--- src/hdl/mem_pkg.sv ---
package mem_pkg;

  // byte address, virtual or physical
  typedef logic [31:0] addr_t;

  // one instruction word
  typedef logic [31:0] word_t;

  // axi arlen, beats minus one
  typedef logic [7:0] burst_len_t;

  // segment field, addr[31:29]
  typedef logic [2:0] seg_top_t;

  // unmapped segments
  localparam seg_top_t KSEG0 = 3'd4;
  localparam seg_top_t KSEG1 = 3'd5;

endpackage

--- src/hdl/axi_read_master.sv ---
`timescale 1ns/1ps

module axi_read_master import mem_pkg::*; (
  input  logic       clk,
  input  logic       arst_n,
  input  logic       rd_req,
  input  addr_t      rd_addr,
  input  burst_len_t rd_len,
  output addr_t      araddr,
  output burst_len_t arlen,
  output logic       arvalid,
  input  logic       arready,
  input  word_t      rdata,
  input  logic       rvalid,
  input  logic       rlast,
  output logic       rready,
  output logic       beat_valid,
  output word_t      beat_data,
  output logic       beat_last
);

  typedef enum logic [1:0] {
    S_IDLE,
    S_ADDR,
    S_DATA
  } state_t;

  state_t state;

  assign arvalid    = (state == S_ADDR);
  assign rready     = (state == S_DATA);
  assign beat_valid = rready && rvalid;
  assign beat_data  = rdata;
  // meaningful only with beat_valid
  assign beat_last  = rlast;

  always_ff @(posedge clk or negedge arst_n) begin
    if (!arst_n) begin
      state <= S_IDLE;
    end else begin
      case (state)
        S_IDLE: begin
          if (rd_req) begin
            state <= S_ADDR;
          end
        end
        S_ADDR: begin
          if (arready) begin
            state <= S_DATA;
          end
        end
        S_DATA: begin
          if (rvalid && rlast) begin
            state <= S_IDLE;
          end
        end
        default: state <= S_IDLE;
      endcase
    end
  end

  // ar fields held until the handshake
  always_ff @(posedge clk) begin
    if (state == S_IDLE && rd_req) begin
      araddr <= rd_addr;
      arlen  <= rd_len;
    end
  end

endmodule

--- config.mk ---
export PLATFORM = sky130hd
export DESIGN_NAME = axi_read_master
export DESIGN_NICKNAME = d
export VERILOG_FILES = /design/src/hdl/mem_pkg.sv /design/src/hdl/axi_read_master.sv
export SDC_FILE = /design/constraint.sdc
export NUM_CORES = 1
export LEC_CHECK = 0
export ABC_CLOCK_PERIOD_IN_PS = 4110
export BUFFER_PORTS_ARGS = -buffer_cell sky130_fd_sc_hd__buf_2
export CAP_MARGIN = 20
export CELL_PAD_IN_SITES_DETAIL_PLACEMENT = 1
export CELL_PAD_IN_SITES_GLOBAL_PLACEMENT = 2
export CORE_MARGIN = 2
export CORE_UTILIZATION = 18
export DETAILED_ROUTE_END_ITERATION = 7
export GPL_TIMING_DRIVEN = 0
export PLACE_DENSITY_LB_ADDON = 0.1
export SYNTH_ARGS = -nofsm -noshare
export SYNTH_HDL_FRONTEND = slang
export SYNTH_SLANG_ARGS = --single-unit
export TNS_END_PERCENT = 1
--- constraint.sdc ---
create_clock -name clk -period 4.11 [get_ports clk]
set_input_delay 0.2055 -clock clk [delete_from_list [all_inputs] [get_ports clk]]
set_output_delay 0.2055 -clock clk [all_outputs]
set_load 0.02 [all_outputs]
==> results.yml <==
logic_synthesis:
  ys_seq_area_share_pct: 79.7
  synth.avg_cell_area_sq_um: 18.7
  netlist_instances: 84
  ys_ff_latch: 42
  synth_top_area_cell: "edfxtp_1"
  synth_cell_types: 10
  synth_fp_nets: 162
  netlist_area_sq_um: 1570
  yosysTopAreaCellShare_pct: 76.5
  synth_area_leaders: "edfxtp_1 (76%), buf_4 (16%), dfrtp_1 (3.2%)"
  synth_warnings: 0
sta:
  period_share_pct: 44.8
  setup_viol: 0
  finalMaxSlewViolations: 0
  final.setup_skew_ps: 5.90
  fin_crit_ps: 1840
  tns_ps: 0
  worst_pin_slew_ps: 798
  slew_headroom_pct: 46.6
  final-hold-violation-count: 0
  timing.fmax_mhz: 544
  fin_ws_ps: 2270
  worst_hold_slack_ps: 78.3
  rsz0062_at_grt: "false"
placement:
  place_congestion: 0.744
  dp_hpwl_um: 3420
  place_ws_ps: 2230
  placed_cell_area_sq_um: 2350
  port_buffers: 121
pwr:
  vdd_ir_drop_max_mv: 0.140
  p_leak_nw: 1.13
  powerDensity_nw_per_um2: 537
setup_path:
  timing_worst_setup_path_type: "flip-flop to flip-flop"
  cp.required_ps: 4120
  cpMaxStageDelayCell: "nor3b_2"
  cp-start-kind: "flip-flop"
  endpoint_kind: "flip-flop"
  crit_arrival_ps: 1850
  crit_start: "state[0]$_DFFE_PN0P_"
  critPathMaxFanout: 12
  r2r-start: "state[0]$_DFFE_PN0P_"
  max_stage_delay_ps: 700
  crit_chain: "nor3b_2, buf_8, buf_6"
run:
  maxCapViolCount: 0
clocking:
  clk_latency_ps: 290
  cts_hold_buf: 1
  cts_buffers: 5
  cts_sinks: 42
  clkTransAtPathRegs_ps: 90
  cts_tree: "built"
  cts-resized-gates: 0
  h-tree-depth: 2
  clk_path_buf_depth: 2
  post_cts_buffers: 0
  root_buffer: "clkbuf_8"
drt:
  vias_per_cell: 3.50
  vias: 1137
  remaining_drc_errors: 0
  dr.pass1.iters: 4
  wirelength_um: 4060
  wl_per_cell_um: 12.5
  drtAntennaViolNets: 0
  drt-initial-drc-count: 13
grt:
  grt_usage_pct: 8.28
  grt_pass1_vias: 1201
  grt_pass1_wl_um: 6090
  grt.overflow.total: 0
  antenna_found_initial: 0
  grt_max_degree: 16
final_layout:
  drive_gt1_share_pct: 77.4
  fill_cells: 988
  flow.area_growth_from_synthesis_pct: 56.4
  antenna_cells: 0
  fin_area_sq_um: 2460
  fin_nets: 294
  register_area_sq_um: 1250
  multi_input_area_sq_um: 76.3
floorplanning:
  ios: 154
  coreArea_sq_um: 8590
  start_util_pct: 18.3
  dieArea_sq_um: 9490
  die_w_um: 97.4
  die_y_um: 97.4
  row_count: 34
worst_hold_path:
  hold_path.class: "input port to flip-flop"
  hp-start: "rd_len[1]"
outcome:
  outcome: "complete, no violations"
[where the power goes]
part | internal (mW) | switching [mW]
Combinational | 0.155 | 0.260
Clock | 0.122 | 0.154
Sequential | 0.593 | 0.0354
Total | 0.870 | 0.449
[Yosys cell counts]
cell type  number
a21oi_1         1
a22o_1          1
and2_1          1
buf_4          33
dfrtp_1         2
edfxtp_1       40
nand2_1         1
nand2b_1        2
nor2b_4         2
nor3b_1         1
[flip-flops by register name, summed over array words and instances (netlist names)]
name,flops
state,2
arlen,8
araddr,32
[path summary, 6_finish.rpt]
path | end | slack (ps) | depth (start not counted)
max in group asynchronous | state[1]$_DFFE_PN0P_ | 3790 | 2
setup reg to reg | araddr[6]$_DFFE_PP_ | 2270 | 3
hold reg to reg | state[0]$_DFFE_PN0P_ | 550 | 1
setup / recovery | araddr[6]$_DFFE_PP_ | 2270 | 3
min in group asynchronous | state[0]$_DFFE_PN0P_ | 220 | 2
hold / removal | arlen[1]$_DFFE_PP_ | 80 | 1
[final cells by class]
| class | instances | share of cell area, % |
|---|---|---|
| buffer | 33 | 10.1 |
| timing repair buffer | 125 | 26.6 |
| clock buffer | 5 | 2.80 |
| sequential | 42 | 50.9 |
| tap | 108 | 5.50 |
| clock inverter | 3 | 0.968 |
| multi-input combinational | 9 | 3.11 |
[routing by layer]
metal  global-route usage, %  vias to the layer above  part of all wire [%]
li1                        -                      526                     -
met1                    8.71                      510                    36
met2                    15.0                       94                    52
met3                    2.52                        7                    10
met4                    3.85                        0                   1.7
met5                       0                        -                     0
[critical path, delay by kind of cell, from the launching register on]
family	cells	cell delay, ps
buf+inv	2	390
flops	1	460
simple gates	1	700
[kinds of logic (layout without fill, tap and decap cells)]
logic type	count (synthesis)	after routing	synth area share, %
and+or+nand+nor	7	7	3.67
AOI/OAI and AO/OA	2	2	0.876
buffers and inverters	33	166	15.8
DFF	42	42	79.7
[placed cells by master (no fill, tap or decap)]
cell,instances
a21oi_1,1
a22o_1,1
and2_1,1
buf_2,121
buf_4,33
buf_6,2
buf_8,1
clkbuf_8,5
clkinvlp_4,2
dfrtp_1,2
dlygate4sd3_1,1
edfxtp_1,40
inv_6,1
nand2_1,1
nand2b_1,2
nor2b_4,2
nor3b_2,1
[metrics by stage]
step | utilization (%) | std cells | total power, mW
floorplan | - | 84 | 0.891
global placement | 26.9 | 313 | 1.04
detailed placement | 27.4 | 316 | 1.06
CTS | 28.6 | 325 | 1.35
global route | 28.6 | 325 | 1.39
finish | 28.6 | 325 | 1.32
Power figures use the tool's default switching activity.
