`src/hdl/mem_pkg.sv`:
```
package mem_pkg;

  // byte address, virtual or physical
  typedef logic [31:0] addr_t;

  // one instruction word
  typedef logic [31:0] word_t;

  // axi arlen, beats minus one
  typedef logic [7:0] burst_len_t;

  // segment field, addr[31:29]
  typedef logic [2:0] seg_top_t;

  // unmapped segments
  localparam seg_top_t KSEG0 = 3'd4;
  localparam seg_top_t KSEG1 = 3'd5;

endpackage

```
`src/hdl/fetch_router.sv`:
```
`timescale 1ns/1ps

module fetch_router import mem_pkg::*; #(
  parameter int LINE_WORDS = 4
) (
  input  logic       clk,
  input  logic       arst_n,
  input  logic       req,
  input  addr_t      paddr,
  input  logic       cached,
  input  logic       map_err,
  output logic       addr_ok,
  output logic       data_ok,
  output word_t      rdata,
  output logic       addr_err,
  output logic       cache_req,
  input  logic       hit_ok,
  input  word_t      hit_data,
  input  logic       refill_req,
  input  addr_t      refill_addr,
  output logic       rd_req,
  output addr_t      rd_addr,
  output burst_len_t rd_len,
  input  logic       beat_valid,
  input  word_t      beat_data
);

  localparam burst_len_t LINE_LEN = burst_len_t'(LINE_WORDS - 1);

  typedef enum logic [1:0] {
    S_READY,
    S_WAIT_CACHE,
    S_WAIT_UNCACHED
  } state_t;

  state_t state;
  logic   err_pend;
  logic   unc_pend;
  word_t  unc_data;
  logic   accept;

  // response source follows the state
  always_comb begin
    addr_ok  = 1'b0;
    data_ok  = 1'b0;
    rdata    = '0;
    addr_err = 1'b0;
    case (state)
      S_READY: begin
        addr_ok  = 1'b1;
        data_ok  = err_pend || unc_pend;
        addr_err = err_pend;
        if (unc_pend) begin
          rdata = unc_data;
        end
      end
      S_WAIT_CACHE: begin
        // a hit frees the port in the same cycle
        addr_ok = hit_ok;
        data_ok = hit_ok;
        rdata   = hit_data;
      end
      default: addr_ok = 1'b0;
    endcase
  end

  assign accept    = req && addr_ok;
  assign cache_req = accept && cached;

  // refill and uncached reads never overlap
  assign rd_req  = refill_req || (accept && !cached && !map_err);
  assign rd_addr = refill_req ? refill_addr : paddr;
  assign rd_len  = refill_req ? LINE_LEN : '0;

  always_ff @(posedge clk or negedge arst_n) begin
    if (!arst_n) begin
      state    <= S_READY;
      err_pend <= 1'b0;
      unc_pend <= 1'b0;
    end else begin
      err_pend <= accept && map_err;
      unc_pend <= (state == S_WAIT_UNCACHED) && beat_valid;
      if (accept) begin
        if (map_err) begin
          state <= S_READY;
        end else if (cached) begin
          state <= S_WAIT_CACHE;
        end else begin
          state <= S_WAIT_UNCACHED;
        end
      end else if (state == S_WAIT_CACHE && hit_ok) begin
        state <= S_READY;
      end else if (state == S_WAIT_UNCACHED && beat_valid) begin
        state <= S_READY;
      end
    end
  end

  // single uncached beat, answered next cycle
  always_ff @(posedge clk) begin
    if (state == S_WAIT_UNCACHED && beat_valid) begin
      unc_data <= beat_data;
    end
  end

endmodule

```
`config.mk`:
```
export PLATFORM = sky130hd
export DESIGN_NAME = fetch_router
export DESIGN_NICKNAME = d
export VERILOG_FILES = /design/src/hdl/mem_pkg.sv /design/src/hdl/fetch_router.sv
export SDC_FILE = /design/constraint.sdc
export NUM_CORES = 1
export LEC_CHECK = 0
export ABC_CLOCK_PERIOD_IN_PS = 4200
export BUFFER_PORTS_ARGS = -buffer_cell sky130_fd_sc_hd__buf_2
export CORE_ASPECT_RATIO = 0.9
export CORE_MARGIN = 8
export CORE_UTILIZATION = 38
export CTS_BUF_LIST = sky130_fd_sc_hd__clkbuf_8 sky130_fd_sc_hd__clkbuf_16
export DETAILED_ROUTE_END_ITERATION = 8
export PLACE_DENSITY_LB_ADDON = 0.3
export SLEW_MARGIN = 10
export SYNTH_ARGS = -nofsm -noshare
export SYNTH_HDL_FRONTEND = slang
export SYNTH_SLANG_ARGS = --single-unit
```
`constraint.sdc`:
```
create_clock -name clk -period 4.2 [get_ports clk]
set_clock_uncertainty 0.1 [all_clocks]
set_input_delay 0.84 -clock clk [delete_from_list [all_inputs] [get_ports clk]]
set_output_delay 0.84 -clock clk [all_outputs]
set_load 0.02 [all_outputs]
```
==> results.rst <==
.. list-table::
   :header-rows: 1

   * - Metric
     - Value
   * - Data required time at the worst endpoint
     - 3.26 ns
   * - Setup Fix Bufs, Post-CTS
     - 0
   * - Worst-case reg-to-reg path depth
     - 4
   * - Crit share post-route
     - 0.745
   * - Clock root buffer master
     - sky130_fd_sc_hd__clkbuf_8
   * - Pwr per Cell Area
     - 427 nW/µm²
   * - CP Capture Type
     - output port
   * - Placed wire-length estimate
     - 6.10 mm
   * - Class of the worst hold path
     - input pin to asynchronous set/reset pin
   * - Top achievable clock speed
     - 320 MHz
   * - Fin Setup TNS
     - 0 ns
   * - Arr. time, crit path
     - 2.19 ns
   * - Post-route ant nets
     - 0
   * - IO Port Bufs
     - 206
   * - Met1 usage in global routing
     - 0.153
   * - Post-cts repair resize count
     - 0
   * - TritonCTS clock tree
     - yes
   * - Clock Latency Late Sink
     - 0.27 ns
   * - Highest fanout seen on the critical path
     - 24
   * - Clock Path Buffers
     - 2
   * - Leading cell type in the layout, fill and taps excluded
     - sky130_fd_sc_hd__buf_2
   * - Run status
     - completed
   * - Total placed cells including tap cells
     - 399
   * - Type of the worst setup path
     - register to output port
   * - Routability congestion estimate from global placement
     - 0.823
   * - Leading cell types in the layout, fill and taps excluded
     - sky130_fd_sc_hd__buf_2 (206), sky130_fd_sc_hd__a22o_1 (32), sky130_fd_sc_hd__mux2_2 (32), sky130_fd_sc_hd__edfxtp_1 (32), sky130_fd_sc_hd__conb_1 (6)
   * - Maximum capacitance violations
     - 0
   * - Global-route met3 utilization
     - 0.0811
   * - Global router's overall resource usage
     - 0.173
   * - Number of diodes added for antenna fixing
     - 0
   * - Drt drc
     - 0
   * - DIE WIDTH
     - 92.2 µm
   * - Final hold violation count
     - 0
   * - Synthesized instance count
     - 137
   * - Final net count
     - 475
   * - DRT iter0 DRCs
     - 43
   * - # clock sinks
     - 36
   * - Pin count of the biggest net entering global routing
     - 36
   * - Die height
     - 84.5 µm
   * - Clock transition at path regs
     - 0.07 ns
   * - Kind of start point of the critical path
     - register
   * - Footprint of the flip-flops and latches
     - 1060 µm²
   * - Source of the worst register-to-register timing path
     - state[1]
   * - Pleak
     - 0.00158 µW
   * - Area of the multi-input gates
     - 781 µm²
   * - Placeable Area
     - 5130 µm²
   * - Crit-path cells
     - nor3b_4, buf_4, a22o_1, buf_2
   * - Worst IR drop on VDD
     - 0.175 mV
   * - Gr ovfl total
     - 0
   * - GR peak layer
     - met2
   * - RSZ-0062 raised after global routing
     - false
   * - Count of state elements after synthesis
     - 36
   * - Initial Util
     - 0.387
   * - Wire length of the first global-routing pass
     - 10.8 mm
   * - # setup viols final
     - 0
   * - CTS hold repair buffers
     - 0
   * - Proportion of layout cells with a drive suffix above 1
     - 0.744
   * - Slew headroom
     - 0.375
   * - I/O pins
     - 213
   * - Avg Synthesized Cell Area
     - 14.5 µm²
   * - Vias in the first global route
     - 2199
   * - Initial antenna violation count
     - 0
   * - Largest incremental delay on the critical path
     - 0.81 ns
   * - Slew Limit Fails
     - 0
   * - Drt via density
     - 4.77
   * - Transition time at the pin with the least slew margin
     - 0.937 ns
   * - Routed Wire Length
     - 7.16 mm
   * - Routed wire per std cell
     - 17.6 µm
   * - Library cell contributing the largest single delay on the critical path
     - sky130_fd_sc_hd__nor3b_4
   * - Filler cells
     - 433
   * - Met2 layer usage reported by global route
     - 0.331
   * - Detailed-route via count
     - 1943
   * - Number of unique standard cell types used by synthesis
     - 23
   * - Total of warnings raised by yosys
     - 0
   * - CTS Buf Count
     - 5
   * - R2r setup slk
     - 2.49 ns
   * - Sequential element share of the synthesized area
     - 0.535
   * - H-tree Lvls
     - 2
   * - Clock period minus worst slack
     - 3.13 ns
   * - Full die area
     - 7790 µm²
   * - Cell row count
     - 25
   * - Number of detailed-routing iterations run before antenna repair
     - 4
   * - Finished Layout Cells
     - 407
   * - P&R area growth vs syn
     - 55.0%
   * - Reg2reg end
     - unc_data[25]
   * - Post-synthesis instance area
     - 1980 µm²
## cell type report
class,instances,area share
multi-input combinational,85,0.254
tap,67,0.0273
clock inverter,3,0.00611
timing repair buffer,209,0.343
inverter,2,0.00244
clock buffer,5,0.0224
sequential,36,0.345
## through the flow
stage	setup WS, ns	hold slack, ns	utilization	power, µW	instance area (µm²)
floorplan	1.68	0.444	-	911	2000
detailed placement	1.30	0.548	0.582	1100	2990
global placement	1.31	0.548	0.582	1090	2990
finish	1.07	0.254	0.599	1310	3070
global route	0.891	0.242	0.599	1390	3070
CTS	1.04	0.240	0.599	1340	3070
## flip-flops by register name, indices dropped and copies added (netlist names)
name / count
err_pend: 1
unc_pend: 1
unc_data: 32
state: 2
## cell families after synthesis
family                 after synthesis  share of synthesized area
DFF                                 36                      0.535
muxes                               32                      0.182
AOI/OAI and AO/OA                   37                      0.162
other                                1                    0.00189
and+or+nand+nor                     10                     0.0353
buffers and inverters               21                     0.0839
## metal layers
metal | wire length (µm) | part of all wire
met5 | 0 | 0
met4 | 92 | 0.013
met3 | 814 | 0.11
met2 | 3830 | 0.53
met1 | 2430 | 0.34
## report_power, final
part           switching (µW)  internal, µW  total, µW  leakage (µW)
clock                     116           115        231     0.0000479
sequential               35.9           464        500      0.000347
combinational             345           237        583       0.00118
## cells in the mapped netlist (all sizes together)
library cell,instances,share of area
edfxtp,32,0.48
buf,19,0.080
o31a,1,0.0044
a31o,1,0.0044
nor2b,1,0.0044
a32o,1,0.0050
a21oi,1,0.0044
mux2,32,0.18
o21ai,1,0.0025
dfrtp,4,0.050
a22o,32,0.14
or2,1,0.0032
nor2,1,0.0019
nor3b,2,0.010
nand4bb,1,0.0057
inv,2,0.0038
and3,2,0.0063
nand2,2,0.0038
conb,1,0.0019
## critical path: cells and delay by family (launching register included)
kind	cells	cell delay (ns)
compound gates	1	0.14
buf+inv	2	0.46
simple gates	1	0.81
flops	1	0.49
## worst max-delay path by stage
stage / depth (start not counted) / slack [ns] / endpoint / from
after global routing: 4 / 0.89 / rdata[0] / state[1]
final: 4 / 1.07 / rdata[28] / state[1]
after CTS: 4 / 1.04 / rdata[1] / state[1]
after detailed placement: 3 / 1.30 / rd_addr[12] / refill_req
after global placement: 3 / 1.31 / rd_addr[30] / refill_req
after floorplan: 3 / 1.68 / rd_addr[10] / refill_req
Note: power is estimated with default switching activity, not from simulation.
